==> src/include/sram_defs.svh <==
// Widths fixed for a 2 KB array of 64-bit words; only full-width (8-byte) beats are legal
`ifndef SRAM_DEFS_SVH
`define SRAM_DEFS_SVH

// ====================
// Data path
// ====================

// Word width, also the AXI data bus width
`define SRAM_DATA_W 64

// Number of words in the array
`define SRAM_DEPTH 256

// ====================
// AXI side
// ====================

// Byte address, covers 2 KB
`define SRAM_ADDR_W 11

// Transaction ID carried from AR/AW to R/B
`define SRAM_ID_W 4

`endif

==> src/rtl/axi_pkg.sv <==
// AXI4 burst and response encodings; reserved burst code 2'b11 passes legality like FIXED
`include "sram_defs.svh"

package axi_pkg;

    // Burst type as coded on AxBURST
    typedef enum logic [1:0] {
        BURST_FIXED = 2'b00,
        BURST_INCR  = 2'b01,
        BURST_WRAP  = 2'b10
    } burst_e;

    // Only the two responses this slave produces
    typedef enum logic [1:0] {
        RESP_OKAY   = 2'b00,
        RESP_SLVERR = 2'b10
    } resp_e;

    typedef logic [7:0] len_t;
    typedef logic [2:0] size_t;

    // Size code of a full bus-width beat
    localparam size_t FULL_SIZE = size_t'($clog2(`SRAM_DATA_W / 8));

    // Full-width beats only, WRAP restricted to 2/4/8/16 beats
    function automatic logic burst_legal(input size_t size, input burst_e burst,
                                         input len_t len);
        logic size_ok;
        logic len_ok;
        size_ok = (size == FULL_SIZE);
        len_ok  = (burst != BURST_WRAP) || (len == 8'd1) || (len == 8'd3) ||
                  (len == 8'd7) || (len == 8'd15);
        return size_ok && len_ok;
    endfunction

endpackage

==> src/rtl/sram_pkg.sv <==
// Memory-side types; word index is the byte address with the in-word offset dropped
`include "sram_defs.svh"

package sram_pkg;

    // ====================
    // Storage types
    // ====================

    // One array word, same width as the AXI data bus
    typedef logic [`SRAM_DATA_W-1:0] word_t;

    // One enable per byte lane
    typedef logic [`SRAM_DATA_W/8-1:0] strb_t;

    // Word index into the array
    typedef logic [$clog2(`SRAM_DEPTH)-1:0] widx_t;

    // ====================
    // Derived sizes
    // ====================

    // Bytes per word
    localparam int WORD_BYTES = `SRAM_DATA_W / 8;

    // Byte address bits below the word index
    localparam int OFFS_W = $clog2(WORD_BYTES);

    // Bits in a word index
    localparam int IDX_W = $bits(widx_t);

endpackage

==> src/rtl/sram_mem_if.sv <==
// No handshake; the array takes every request and read data lags rd_en by one clock
`timescale 1ns/10ps

interface sram_mem_if;

    // ====================
    // Read group
    // ====================
    logic            rd_en;
    sram_pkg::widx_t rd_idx;
    sram_pkg::word_t rd_data;

    // ====================
    // Write group
    // ====================
    logic            wr_en;
    sram_pkg::widx_t wr_idx;
    sram_pkg::word_t wr_data;
    sram_pkg::strb_t wr_strb;

    // Read engine side
    modport rd_port (output rd_en, output rd_idx, input rd_data);

    // Write engine side
    modport wr_port (output wr_en, output wr_idx, output wr_data, output wr_strb);

    // Array side
    modport mem (
        input  rd_en, input wr_en,
        input  rd_idx, input wr_idx,
        input  wr_data, input wr_strb,
        output rd_data
    );

endinterface

==> src/rtl/axi_burst_addr.sv <==
// Word-granular sequencer; assumes full-width beats, so low address bits are dropped
`timescale 1ns/10ps
`include "sram_defs.svh"

module axi_burst_addr (
    input  logic                    i_aclk,
    input  logic                    i_areset_n,
    input  logic                    i_load,
    input  logic [`SRAM_ADDR_W-1:0] i_addr,
    input  axi_pkg::len_t           i_len,
    input  axi_pkg::burst_e         i_burst,
    input  logic                    i_step,
    output sram_pkg::widx_t         o_idx
);

    sram_pkg::widx_t r_idx;
    sram_pkg::widx_t r_mask;
    axi_pkg::burst_e r_burst;
    sram_pkg::widx_t w_idx_inc;
    sram_pkg::widx_t w_idx_wrap;

    assign w_idx_inc = r_idx + 1'b1;

    // Upper bits stay in the aligned block, lower bits roll over
    assign w_idx_wrap = (r_idx & ~r_mask) | (w_idx_inc & r_mask);

    always_ff @(posedge i_aclk) begin
        if (!i_areset_n) begin
            r_idx   <= '0;
            r_mask  <= '0;
            r_burst <= axi_pkg::BURST_FIXED;
        end else if (i_load) begin
            r_idx   <= i_addr[sram_pkg::OFFS_W +: sram_pkg::IDX_W];
            // For legal WRAP lengths, len is beats-1, i.e. the block mask
            r_mask  <= sram_pkg::widx_t'(i_len);
            r_burst <= i_burst;
        end else if (i_step) begin
            case (r_burst)
                axi_pkg::BURST_INCR: begin
                    r_idx <= w_idx_inc;
                end
                axi_pkg::BURST_WRAP: begin
                    r_idx <= w_idx_wrap;
                end
                default: begin
                    // FIXED and reserved codes stay on one word
                    r_idx <= r_idx;
                end
            endcase
        end
    end

    assign o_idx = r_idx;

endmodule

==> src/rtl/axi_rd_engine.sv <==
// One read burst at a time; illegal bursts skip the array and answer SLVERR on every beat
`timescale 1ns/10ps
`include "sram_defs.svh"

module axi_rd_engine (
    input  logic                    i_aclk,
    input  logic                    i_areset_n,
    // AR channel
    input  logic [`SRAM_ID_W-1:0]   i_arid,
    input  logic [`SRAM_ADDR_W-1:0] i_araddr,
    input  axi_pkg::len_t           i_arlen,
    input  axi_pkg::size_t          i_arsize,
    input  axi_pkg::burst_e         i_arburst,
    input  logic                    i_arvalid,
    output logic                    o_arready,
    // R channel, data comes from the array
    output logic [`SRAM_ID_W-1:0]   o_rid,
    output axi_pkg::resp_e          o_rresp,
    output logic                    o_rlast,
    output logic                    o_rvalid,
    input  logic                    i_rready,
    sram_mem_if.rd_port             mem
);

    typedef enum logic {
        RD_IDLE,
        RD_BURST
    } rd_state_e;

    rd_state_e              r_state;
    logic [`SRAM_ID_W-1:0]  r_rid;
    axi_pkg::len_t          r_len;
    logic                   r_legal;
    // Needs a ninth bit to count past 256 issued beats
    logic [8:0]             r_issue_cnt;
    axi_pkg::len_t          r_deliv_cnt;
    logic                   r_rvalid;

    logic w_ar_hs;
    logic w_r_hs;
    logic w_more;
    logic w_issue;

    // ====================
    // Handshakes
    // ====================

    assign w_ar_hs = i_arvalid && o_arready;
    assign w_r_hs  = r_rvalid && i_rready;
    assign w_more  = (r_state == RD_BURST) && (r_issue_cnt <= {1'b0, r_len});

    // Read ahead when the output register is free or drains this clock
    assign w_issue = w_more && (!r_rvalid || i_rready);

    always_ff @(posedge i_aclk) begin
        if (!i_areset_n) begin
            r_state <= RD_IDLE;
        end else begin
            case (r_state)
                RD_IDLE:  if (w_ar_hs) r_state <= RD_BURST;
                RD_BURST: if (w_r_hs && o_rlast) r_state <= RD_IDLE;
                default:  r_state <= RD_IDLE;
            endcase
        end
    end

    // Beat counters and output valid
    always_ff @(posedge i_aclk) begin
        if (!i_areset_n) begin
            r_issue_cnt <= '0;
            r_deliv_cnt <= '0;
            r_rvalid    <= 1'b0;
        end else begin
            if (w_ar_hs) begin
                r_issue_cnt <= '0;
                r_deliv_cnt <= '0;
            end else begin
                if (w_issue) r_issue_cnt <= r_issue_cnt + 9'd1;
                if (w_r_hs)  r_deliv_cnt <= r_deliv_cnt + 8'd1;
            end
            if (w_issue) begin
                r_rvalid <= 1'b1;
            end else if (w_r_hs) begin
                r_rvalid <= 1'b0;
            end
        end
    end

    // Burst attributes captured at AR
    always_ff @(posedge i_aclk) begin
        if (w_ar_hs) begin
            r_rid   <= i_arid;
            r_len   <= i_arlen;
            r_legal <= axi_pkg::burst_legal(i_arsize, i_arburst, i_arlen);
        end
    end

    axi_burst_addr u_addr (
        .i_aclk     (i_aclk),
        .i_areset_n (i_areset_n),
        .i_load     (w_ar_hs),
        .i_addr     (i_araddr),
        .i_len      (i_arlen),
        .i_burst    (i_arburst),
        .i_step     (w_issue),
        .o_idx      (mem.rd_idx)
    );

    assign mem.rd_en = w_issue && r_legal;

    assign o_arready = (r_state == RD_IDLE);
    assign o_rid     = r_rid;
    assign o_rresp   = r_legal ? axi_pkg::RESP_OKAY : axi_pkg::RESP_SLVERR;
    assign o_rlast   = r_rvalid && (r_deliv_cnt == r_len);
    assign o_rvalid  = r_rvalid;

endmodule

==> src/flat_wrapper.sv <==
// flat-port wrapper written by rule: the top's interface ports become plain ports
module axi_rd_engine_flat 
  (i_aclk, i_areset_n, i_arid, i_araddr, i_arlen, i_arsize, i_arburst, i_arvalid, o_arready, o_rid, o_rresp, o_rlast, o_rvalid, i_rready, mem_rd_en, mem_rd_idx, mem_rd_data);
  sram_mem_if mem_i ();
  input  logic i_aclk;
  input  logic i_areset_n;
  input  logic [`SRAM_ID_W-1:0] i_arid;
  input  logic [`SRAM_ADDR_W-1:0] i_araddr;
  input  axi_pkg::len_t i_arlen;
  input  axi_pkg::size_t i_arsize;
  input  axi_pkg::burst_e i_arburst;
  input  logic i_arvalid;
  output logic o_arready;
  output logic [`SRAM_ID_W-1:0] o_rid;
  output axi_pkg::resp_e o_rresp;
  output logic o_rlast;
  output logic o_rvalid;
  input  logic i_rready;
  output wire logic [$bits(mem_i.rd_en)-1:0] mem_rd_en;
  output wire logic [$bits(mem_i.rd_idx)-1:0] mem_rd_idx;
  input wire logic [$bits(mem_i.rd_data)-1:0] mem_rd_data;
  assign mem_rd_en = mem_i.rd_en;
  assign mem_rd_idx = mem_i.rd_idx;
  assign mem_i.rd_data = mem_rd_data;
  axi_rd_engine u_core (.i_aclk(i_aclk), .i_areset_n(i_areset_n), .i_arid(i_arid), .i_araddr(i_araddr), .i_arlen(i_arlen), .i_arsize(i_arsize), .i_arburst(i_arburst), .i_arvalid(i_arvalid), .o_arready(o_arready), .o_rid(o_rid), .o_rresp(o_rresp), .o_rlast(o_rlast), .o_rvalid(o_rvalid), .i_rready(i_rready), .mem(mem_i));
endmodule
==> config.mk <==
export PLATFORM = sky130hd
export DESIGN_NAME = axi_rd_engine_flat
export DESIGN_NICKNAME = d
export VERILOG_FILES = /design/src/rtl/axi_pkg.sv /design/src/rtl/sram_pkg.sv /design/src/rtl/sram_mem_if.sv /design/src/rtl/axi_burst_addr.sv /design/src/rtl/axi_rd_engine.sv /design/src/flat_wrapper.sv
export VERILOG_INCLUDE_DIRS = /design/src /design/src/include
export SDC_FILE = /design/constraint.sdc
export NUM_CORES = 1
export LEC_CHECK = 0
export ABC_AREA = 1
export BUFFER_PORTS_ARGS = -buffer_cell sky130_fd_sc_hd__buf_2
export CELL_PAD_IN_SITES_DETAIL_PLACEMENT = 0
export CELL_PAD_IN_SITES_GLOBAL_PLACEMENT = 2
export CORE_ASPECT_RATIO = 1.25
export CORE_UTILIZATION = 25
export DETAILED_ROUTE_END_ITERATION = 10
export PLACE_DENSITY = 0.85
export RECOVER_POWER = 100
export SLEW_MARGIN = 20
export SYNTH_ARGS = -nofsm -noshare
export SYNTH_HDL_FRONTEND = slang
export SYNTH_HIERARCHICAL = 1
export SYNTH_SLANG_ARGS = --single-unit
==> constraint.sdc <==
create_clock -name i_aclk -period 2.7 [get_ports i_aclk]
set_input_delay 0 -clock i_aclk [delete_from_list [all_inputs] [get_ports i_aclk]]
set_output_delay 0 -clock i_aclk [all_outputs]
set_load 0.005 [all_outputs]
# Word-level counts from Yosys, hierarchy flattened
# Cells that the tools add are included.
[op_classes] magnitude_cmp=1 n_mux=9 eq_ne=9 addsub=3 bitwise_logic=6 reduce_logical=19
[ops] operator="$add A8 B1 Y8 const B" n=2
[ops] operator="$and A8 B8 Y8" n=2
[ops] operator="$mux W8" n=2
[ops] operator="$pmux W8 S2" n=1
[ops] operator="$add A9 B1 Y9 const B" n=1
[ops] operator="$le A9 B8 Y1" n=1
[ops] operator="$eq A8 B1 Y1 const B" n=1
[ops] operator="$eq A8 B2 Y1 const B" n=1
[ops] operator="$eq A8 B3 Y1 const B" n=1
[ops] operator="$eq A8 B4 Y1 const B" n=1
[ops] operator="$eq A8 B8 Y1" n=1
[ops] operator="$logic_and A1 B1 Y1" n=8
[ops] operator="$not A8 Y8" n=1
[ops] operator="$or A8 B8 Y8" n=1
[ops] operator="$logic_or A1 B1 Y1" n=5
[ops] operator="$mux W1" n=4
[ops] operator="$reduce_bool A2 Y1" n=2
[ops] operator="$eq A3 B2 Y1 const B" n=1
[ops] operator="$reduce_bool A3 Y1" n=1
[ops] operator="$eq A2 B1 Y1 const B" n=1
[ops] operator="$eq A2 B2 Y1 const B" n=1
[ops] operator="$mux W2" n=1
[ops] operator="$ne A2 B2 Y1 const B" n=1
[ops] operator="$not A1 Y1" n=2
[ops] operator="4 further kinds" n=4
[word_totals] register_bits=50 elab_cells=57 in_bits=96 output_inout_bits=18

# Logic depth before layout (Yosys ltp)
# Gate-level depths: netlist of run 1.
[depth] word_depth=6 mapped_depth=18 depth_no_buf=17

# Hierarchy
# The synthesis of run 1 kept the hierarchy.
[by_module_without_submodules] mod="axi_rd_engine" instances=1 seq_area_each_um2=770.7 cells_per_inst=211 area_per_inst_um2=1752.9
[by_module_without_submodules] mod="axi_burst_addr" instances=1 seq_area_each_um2=360.3 cells_per_inst=180 area_per_inst_um2=1137.3

# Worst setup path after synthesis of run 1
# Ideal clock, no wire load.
[synth_timing] path_type="register -> register" from="register u_core.r_len[6]" to="register with a tool-made name" synth_period_minus_slack_ns=1.970 arrival_ns=1.861 path_stages_with_launch=17 setup_slack_ns=0.730 path_buffers=1 setup_ns=0.109 required_time_ns=2.591 path_cell_list="edfxtp_1 -> inv_1 -> ha_1 -> nand2_1 -> nand2_1 -> a21oi_2 -> nand3_2 -> nand2_4 -> nand3_4 -> buf_12 -> inv_1 -> or2_1 -> nand3_1 -> inv_1 -> nand3_1 -> nand2_1 -> inv_1"
[synth_lines] item="start: declaration" line_no="axi_rd_engine.sv:32" source="axi_pkg::len_t r_len;"
[synth_lines] item="start signal: assignment" line_no="axi_rd_engine.sv:93" source="r_len <= i_arlen;"

# Worst setup path in the final report of run 1
[layout_timing] from="register u_core.r_state" to="register u_core.r_deliv_cnt[7]"
[layout_between] elab_chain_len=3
[layout_rtl] item="start: declaration" line_no="axi_rd_engine.sv:30" source="rd_state_e r_state;"
[layout_rtl] item="start signal: assignment" line_no="axi_rd_engine.sv:57" source="r_state <= RD_IDLE;"
[layout_rtl] item="start signal: assignment" line_no="axi_rd_engine.sv:60" source="RD_IDLE: if (w_ar_hs) r_state <= RD_BURST;"
[layout_rtl] item="start signal: assignment" line_no="axi_rd_engine.sv:61" source="RD_BURST: if (w_r_hs && o_rlast) r_state <= RD_IDLE;"
[layout_rtl] item="$not A1 Y1" line_no="axi_rd_engine.sv:111" source="assign o_arready = (r_state == RD_IDLE);"
[layout_rtl] item="$logic_and A1 B1 Y1" line_no="axi_rd_engine.sv:48" source="assign w_ar_hs = i_arvalid && o_arready;"
[layout_rtl] item="named net u_core.w_ar_hs" line_no="axi_rd_engine.sv:39" source="logic w_ar_hs;"
[layout_rtl] item="$reduce_or A2 Y1 (no source line)"
[layout_rtl] item="end signal: assignment" line_no="axi_rd_engine.sv:79" source="if (w_r_hs) r_deliv_cnt <= r_deliv_cnt + 8'd1;"
[layout_rtl] item="end: declaration" line_no="axi_rd_engine.sv:36" source="axi_pkg::len_t r_deliv_cnt;"
# The timed path passes the listed nets, and every way through them passes these cells.
# A chain may end at the register's enable or synchronous reset.

==> results of run 1 <==
==> per-layer routing <==
metal	track usage [%]	part of all wire [%]	vias to the layer above
met5	0	0	-
li1	-	-	1374
met2	23.5	51	54
met4	3.54	1.0	0
met1	14.8	45	1234
met3	1.82	2.8	6
==> critical path, delay by kind of cell, from the launching register on <==
kind	cells	cell delay, ps
and+or+nand+nor	3	1550
DFF	1	320
buffers and inverters	1	350
==> cells by family (layout without fill, tap and decap cells) <==
family | Yosys count | in the layout | synth area share [%]
flops | 50 | 50 | 39.1
buf+inv | 64 | 124 | 9.83
compound gates | 55 | 55 | 10.2
simple gates | 204 | 204 | 34.2
fa+ha+maj | 11 | 11 | 4.76
xor+xnor | 6 | 6 | 1.82
other cells | 1 | 1 | 0.130
==> area by class of cell <==
cell class	count	area (um^2)
timing repair buffer	60	342
inverter	56	215
clock buffer	6	129
clock inverter	2	37.5
sequential	50	1130
multi-input combinational	277	1470
fill	1246	7700
tap	135	169
==> cell usage after synthesis <==
library cell	count
and2_1	1
conb_1	1
nand3_2	5
and3_1	1
nor2_4	1
o2111ai_1	1
nand2_8	1
nand3_1	21
nand2_2	9
edfxtp_1	13
or2_1	1
nand3_4	1
inv_6	1
nor3_1	4
or2_0	1
clkinv_1	1
nor3b_1	1
buf_6	1
nand4_1	10
o211ai_1	1
o21ai_0	27
inv_1	51
buf_12	1
nand2_1	86
ha_1	11
inv_2	3
nor2_2	6
a21oi_1	22
buf_2	3
nand2_4	5
nor2_1	48
xor2_1	6
a21oi_2	3
dfxtp_1	37
nand3b_1	2
buf_4	3
a31oi_1	1
==> stage by stage <==
| stage | total power [mW] | setup slack (ps) | hold slack (ps) | area [um^2] |
|---|---|---|---|---|
| global placement | 1.15 | 674 | 177 | 3240 |
| floorplan | 1.06 | 730 | 98.9 | 2890 |
| finish | 1.86 | 352 | 16.7 | 3490 |
| global route | 1.97 | 207 | 30.7 | 3490 |
| detailed placement | 1.16 | 653 | 179 | 3240 |
| CTS | 1.89 | 639 | 10.0 | 3530 |
==> power by group <==
group | total [mW] | leakage [nW] | switching, mW | internal (mW)
logic | 0.297 | 1.02 | 0.185 | 0.112
clock network | 0.715 | 0.0771 | 0.277 | 0.438
registers | 0.850 | 0.428 | 0.0356 | 0.814
==> how the worst max path moves through the flow <==
| stage | end | start |
|---|---|---|
| global route | flop | u_core/r_len[4] |
| detailed placement | flop | u_core/r_len[2] |
| global placement | flop | u_core/r_len[3] |
| CTS | flop | u_core/r_len[2] |
| finish | u_core/r_deliv_cnt[7] | u_core/r_state |
| floorplan | flop | u_core/r_len[6] |
==> flow_metrics.py, run 1 <==
metrics = {
    "worst_setup_path": {
        "path_cells": "nor2_1, nor2_1, clkinv_1, nor3_1",
        "crit_top_cell": "nor2_1",
        "r2r_cells": 4,
        "slowest_stage": "nor2_1",
        "rrSetupSlack_ps": 350,
        "cp_max_fo": 14,
        "arrival_ps": 2510,
        "rr_startpoint": "u_core/r_state",
        "worstSetupPathType": "reg2reg",
        "max_stage_delay_ps": 1000,
        "critPathRequiredTime_ps": 2860,
        "startpoint_type": "flop",
        "cp-end-kind": "flop",
        "rr_endpoint": "u_core/r_deliv_cnt[7]",
    },
    "placement": {
        "place_inst": 566,
        "dp_hpwl_mm": 5.45,
        "io_buffers": 45,
        "place.gp.congestion": 0.796,
    },
    "clock_network": {
        "ctsHoldBuffers": 12,
        "clk_path_buf_depth": 2,
        "path_clk_slew_ps": 60,
        "cts.sinks": 50,
        "clk_latency_ps": 290,
        "root_buffer": "clkbuf_16",
        "htree_levels": 2,
        "cts_setup_buffers": 0,
        "numCtsBuffers": 5,
        "ctsResizeCount": 0,
        "cts_tree": "built",
    },
    "synthesis": {
        "netlist.area_leader.share_pct": 25.6,
        "synth_nets": 498,
        "syn_area_um2": 2890,
        "ys_warn_count": 6,
        "yosys.area.top_type": "dfxtp_1",
        "synth_area_leaders": "dfxtp_1 26%, edfxtp_1 14%, nand2_1 11%",
        "synthCells": 391,
        "ys_seq_area_share_pct": 39.1,
        "synth_area_per_cell_um2": 7.39,
        "ys_seq_elements": 50,
        "synth_cell_types": 37,
    },
    "grt": {
        "grt_max_degree": 25,
        "overflow": 0,
        "grt_pass1_wl_mm": 12.1,
        "grt_pass1_vias": 2526,
        "antenna_found_initial": 0,
        "grt_usage_pct": 12.5,
    },
    "sta": {
        "tns_ps": 0,
        "slew_headroom_pct": 10.4,
        "fin_crit_sh_pct": 87.0,
        "period_needed_ps": 2350,
        "setup_viol": 0,
        "finClkSkew_ps": 7.00,
        "rsz0062_at_grt": "false",
        "worst_pin_slew_ps": 1340,
        "hold_viol": 0,
        "max_freq_mhz": 426,
        "drv_slew": 0,
    },
    "floorplanning": {
        "initial_core_util_pct": 25.8,
        "fp.dieW_um": 98.2,
        "die_area_um2": 12000,
        "fp-row-count": 43,
        "io_pins": 114,
        "die_h_um": 122,
        "placeableCoreArea_um2": 11200,
    },
    "route": {
        "wl_per_cell_um": 12.3,
        "wirelength_mm": 7.22,
        "vias": 2668,
        "drt_iter0_markers": 117,
        "vias_per_cell": 4.55,
        "ant_nets": 0,
        "firstDrtPassIters": 6,
        "post-route-drc-count": 0,
    },
    "hold_path": {
        "hp-class": "in2reg",
        "worst_hold_path.endpoint": "u_core/u_addr/r_burst[0]",
        "hp-start": "i_arburst[0]",
        "min_path_cells": 3,
    },
    "final_layout": {
        "utilization_pct": 31.2,
        "nets": 557,
        "stdcell_count": 586,
        "final_cell_mix": "87 x nand2_1, 51 x inv_1, 49 x nor2_1",
        "syn_to_final_growth_pct": 20.7,
        "final_common_cell": "nand2_1",
        "drive_gt1_share_pct": 15.3,
        "insertedDiodeCount": 0,
    },
    "job": {
        "maxCapViolations": 0,
    },
    "power": {
        "cellPowerDensity_nw_per_um2": 534,
        "cellLeakagePower_nw": 1.52,
        "ir_drop_mv": 0.241,
    },
    "status": {
        "status": "finished clean",
    },
}
No activity file was read; power rests on OpenSTA's default activity.
==> run 2, diff against run 1 <==
- CORE_UTILIZATION: 25 -> 26
- PLACE_DENSITY: 0.85 -> 0.88
==> run 2 against run 1 <==
Effect of this change:
- global-route usage increased by 0.57 points
- utilization rose by 1.2 points
- first-iteration DRC count fell by 29%
- clock power fell by 11%
- flip-flop and latch count did not move
- hold slack worse by 9.6 ps
- critical path depth rose by 13
- power is 4.2% lower
- critical path type unchanged
- largest power group unchanged
- highest routed layer unchanged
==> flow_metrics.py, run 2 (same netlist as run 1, synthesis figures left out) <==
metrics = {
    "route": {
        "ant_nets": 0,
        "wirelength_mm": 7.10,
        "post-route-drc-count": 0,
        "drt_iter0_markers": 83,
        "vias_per_cell": 4.49,
        "vias": 2620,
        "wl_per_cell_um": 12.2,
        "firstDrtPassIters": 4,
    },
    "worst_setup_path": {
        "max_stage_delay_ps": 420,
        "crit_top_cell": "nand2_1",
        "startpoint_type": "flop",
        "arrival_ps": 2450,
        "cp-startpoint": "u_core/r_len[2]",
        "slowest_stage": "edfxtp_1",
        "rrSetupSlack_ps": 440,
        "r2r_cells": 17,
        "cp_max_fo": 8,
        "worstSetupPathType": "reg2reg",
        "path_buf_inv": 4,
        "worst-path-stages": 17,
        "critPathTopFamily": "simple AND/OR/NAND/NOR gates",
        "critPathRequiredTime_ps": 2890,
        "path_cells": "inv_1, ha_1, nand2_1, nand2_1, nand2_1, nand2_1, nand2_1, nand3_2, nand2_1, nand3_4, inv_1, or2_0, nand3_1, inv_1, nand3_1, nand2_1, inv_1",
        "rr_startpoint": "u_core/r_len[2]",
        "cp-end-kind": "flop",
    },
    "final_layout": {
        "final_common_cell": "nand2_1",
        "stdcell_count": 584,
        "final_cell_mix": "88 x nand2_1, 51 x inv_1, 49 x nor2_1",
        "syn_to_final_growth_pct": 20.0,
        "fill_cells": 1185,
        "utilization_pct": 32.4,
        "insertedDiodeCount": 0,
        "nets": 558,
        "drive_gt1_share_pct": 15.7,
    },
    "grt": {
        "grt_pass1_wl_mm": 11.8,
        "use_met3_pct": 2.09,
        "use_met1_pct": 16.3,
        "antenna_found_initial": 0,
        "grt_max_degree": 25,
        "grt_usage_pct": 13.1,
        "grt_pass1_vias": 2566,
        "grt.met2_usage_pct": 22.8,
        "overflow": 0,
        "top_usage_layer": "met2",
    },
    "sta": {
        "slew_headroom_pct": 38.5,
        "finClkSkew_ps": 5.19,
        "rsz0062_at_grt": "false",
        "hold_viol": 0,
        "holdWs_ps": 7.13,
        "max_freq_mhz": 443,
        "drv_slew": 0,
        "tns_ps": 0,
        "worst_slack_ps": 443,
        "period_needed_ps": 2260,
        "setup_viol": 0,
        "fin_crit_sh_pct": 83.6,
        "worst_pin_slew_ps": 922,
    },
    "floorplanning": {
        "die_area_um2": 11500,
        "die_h_um": 120,
        "fp-row-count": 42,
        "io_pins": 114,
        "initial_core_util_pct": 27.0,
        "placeableCoreArea_um2": 10700,
        "fp.dieW_um": 96.3,
    },
    "placement": {
        "place_ws_ps": 640,
        "io_buffers": 45,
        "place.gp.congestion": 0.794,
        "place_inst": 564,
        "dp_hpwl_mm": 5.38,
    },
    "clock_network": {
        "clk_latency_ps": 290,
        "path_clk_slew_ps": 70,
        "htree_levels": 2,
        "clk_path_buf_depth": 2,
        "cts_setup_buffers": 0,
        "cts.sinks": 50,
        "root_buffer": "clkbuf_16",
        "ctsHoldBuffers": 12,
        "numCtsBuffers": 5,
        "cts_tree": "built",
        "ctsResizeCount": 0,
    },
    "power": {
        "ir_drop_mv": 0.295,
        "cellLeakagePower_nw": 1.53,
        "cellPowerDensity_nw_per_um2": 514,
    },
    "hold_path": {
        "hp-class": "in2reg",
    },
    "job": {
        "maxCapViolations": 0,
    },
    "status": {
        "status": "finished clean",
    },
}
-- run 2: worst min-delay path: cells and delay by family --
| kind | cells | cell delay [ps] |
|---|---|---|
| buf+inv | 2 | 110 |
| simple gates | 3 | 150 |
-- run 2: layout make-up --
type                            count  area, um^2  area share, %
Sequential cell                    50        1130           32.6
Timing Repair Buffer               61         348           10.0
Multi-Input combinational cell    277        1460           42.2
Tap cell                          132         165           4.76
Clock inverter                      2        7.51          0.216
Clock buffer                        6         139           4.00
Inverter                           56         215           6.20
-- run 2: how the worst min path moves through the flow --
stage                      from                     to  slack (ps)  cells after the start
floorplan             i_arid[0]        u_core/o_rid[0]         100                      0
global placement      i_arid[2]        u_core/o_rid[2]         180                      1
detailed placement    i_arid[2]        u_core/o_rid[2]         180                      1
CTS                 i_araddr[9]                   flop           4                      5
global route           i_rready  u_core/r_deliv_cnt[1]          20                      3
finish              i_araddr[9]                   flop           7                      5
-- run 2: stage by stage --
step	cell area, um^2	total power [mW]
4_1_cts	3510	1.81
2_1_floorplan	2890	1.06
6_report	3470	1.78
3_3_place_gp	3240	1.15
3_5_place_dp	3240	1.16
5_1_grt	3470	1.88
-- run 2: routing by layer --
layer / vias up / part of all wire (%)
li1: 1372 / -
met2: 59 / 50
met5: - / 0
met3: 10 / 4.1
met4: 0 / 1.5
met1: 1179 / 44
-- run 2: power by group --
part           switching, mW  leakage, nW  internal (mW)
Sequential            0.0349        0.428          0.815
Clock                  0.275       0.0719          0.363
Combinational          0.183         1.03          0.113
Total                  0.494         1.53           1.29
==> run 3, diff against run 2 <==
- CORE_UTILIZATION: 26 -> 23
- PLACE_DENSITY: 0.88 -> 0.83
- clock period: 2.7 -> 1.93 ns (I/O delays scaled with it)
==> run 3 against run 2 <==
Effect of this change:
- fmax up 18%
- power is 46% higher
- first-iteration DRC count increased by 29%
- critical path depth fell by 2
- register-to-register slack got worse by 430 ps
==> flow_metrics.py, run 3 (same netlist as run 1, synthesis figures left out) <==
metrics = {
    "worst_setup_path": {
        "cp-startpoint": "u_core/r_len[1]",
        "slowest_stage": "edfxtp_1",
        "critPathRequiredTime_ps": 2160,
        "critPathTopFamily": "simple AND/OR/NAND/NOR gates",
        "rr_startpoint": "u_core/r_len[1]",
        "max_stage_delay_ps": 390,
        "cp-end-kind": "flop",
        "worstSetupPathType": "reg2reg",
        "path_cells": "inv_2, ha_4, nand2_2, nor2_4, nand3b_1, nand3_2, nand2_4, nand3_4, inv_4, or2_4, nand2_2, nand2_2, nand2_1, nor2_1, nor2_1",
        "cp_max_fo": 3,
        "crit_top_cell": "nand2_2",
        "path_buf_inv": 2,
        "arrival_ps": 2150,
        "startpoint_type": "flop",
    },
    "grt": {
        "grt_max_degree": 25,
        "overflow": 0,
        "antenna_found_initial": 0,
        "grt_usage_pct": 12.0,
        "grt_pass1_vias": 2635,
        "grt_pass1_wl_mm": 12.3,
    },
    "final_layout": {
        "utilization_pct": 31.6,
        "drive_gt1_share_pct": 27.1,
        "fin_area_um2": 3860,
        "nets": 575,
        "final_common_cell": "nand2_1",
        "insertedDiodeCount": 0,
        "syn_to_final_growth_pct": 33.4,
        "stdcell_count": 633,
        "final_cell_mix": "77 x nand2_1, 42 x nor2_1, 41 x inv_1",
    },
    "hold_path": {
        "hp-start": "i_araddr[9]",
        "hp-class": "in2reg",
    },
    "placement": {
        "place_ws_ps": 12.4,
        "place_inst": 606,
        "place_area_um2": 3370,
        "place.gp.congestion": 0.837,
        "dp_hpwl_mm": 5.71,
        "io_buffers": 45,
    },
    "floorplanning": {
        "fp.dieW_um": 102,
        "die_h_um": 127,
        "initial_core_util_pct": 23.7,
        "placeableCoreArea_um2": 12200,
        "fp-row-count": 45,
        "io_pins": 114,
        "die_area_um2": 13000,
    },
    "clock_network": {
        "path_clk_slew_ps": 70,
        "numCtsBuffers": 5,
        "clk_path_buf_depth": 2,
        "root_buffer": "clkbuf_16",
        "clk_latency_ps": 300,
        "htree_levels": 2,
        "cts_tree": "built",
        "cts.sinks": 50,
    },
    "route": {
        "ant_nets": 0,
        "wirelength_mm": 7.71,
        "drt_iter0_markers": 107,
        "wl_per_cell_um": 12.2,
        "post-route-drc-count": 0,
        "firstDrtPassIters": 4,
        "vias": 2734,
        "vias_per_cell": 4.32,
    },
    "sta": {
        "drv_slew": 0,
        "holdWs_ps": 13.3,
        "finClkSkew_ps": 7.25,
        "setup_viol": 0,
        "worst_pin_slew_ps": 660,
        "tns_ps": 0,
        "hold_viol": 0,
        "rsz0062_at_grt": "true",
        "fin_crit_sh_pct": 99.4,
        "period_needed_ps": 1920,
        "worst_slack_ps": 11.2,
        "slew_headroom_pct": 56.0,
        "max_freq_mhz": 521,
    },
    "power": {
        "cellLeakagePower_nw": 1.62,
        "total_power_mw": 2.60,
        "cellPowerDensity_nw_per_um2": 673,
        "ir_drop_mv": 0.320,
    },
    "status": {
        "status": "finished clean",
    },
    "job": {
        "maxCapViolations": 0,
    },
}
[run 3: layer usage]
metal | vias up | part of all wire (%) | global-route usage (%)
li1 | 1406 | - | -
met1 | 1257 | 44 | 14.6
met2 | 55 | 50 | 21.2
met4 | 0 | 2.6 | 4.12
met5 | - | 0 | 0
met3 | 16 | 3.3 | 1.70
[run 3: what timing repair did]
action                                  in CTS  in global routing
gates resized for setup                      6                 38
pin swaps                                    1                 11
endpoints found under the hold margin       14                  0
endpoints found under the setup margin       2                  9
setup buffers                                0                  6
hold buffers                                13                  0
[run 3: worst min-delay path, delay by kind of cell]
kind / cells / cell delay (ps)
buffers and inverters: 2 / 120
and+or+nand+nor: 3 / 160
[run 3: worst paths after layout]
kind | slack [ps] | endpoint | depth (start not counted)
worst max register to register | 10 | u_core/u_addr/o_idx[0] | 15
worst min register to register | 480 | u_core/u_addr/r_mask[2] | 2
worst min-delay path | 10 | flop | 5
worst max-delay path | 10 | u_core/u_addr/o_idx[0] | 15
[run 3: final cells by class]
class | count | area, um^2
Clock buffer | 5 | 125
Clock inverter | 3 | 21.3
Fill cell | 1325 | 8360
Inverter | 56 | 218
Multi-Input combinational cell | 277 | 1640
Sequential cell | 50 | 1130
Tap cell | 164 | 205
Timing Repair Buffer | 78 | 513
[run 3: report_power, final]
part	internal [mW]	total [mW]	leakage (nW)	switching [mW]
logic	0.208	0.501	1.12	0.293
registers	1.14	1.19	0.428	0.0516
clock network	0.482	0.905	0.0698	0.424
total	1.83	2.60	1.62	0.768
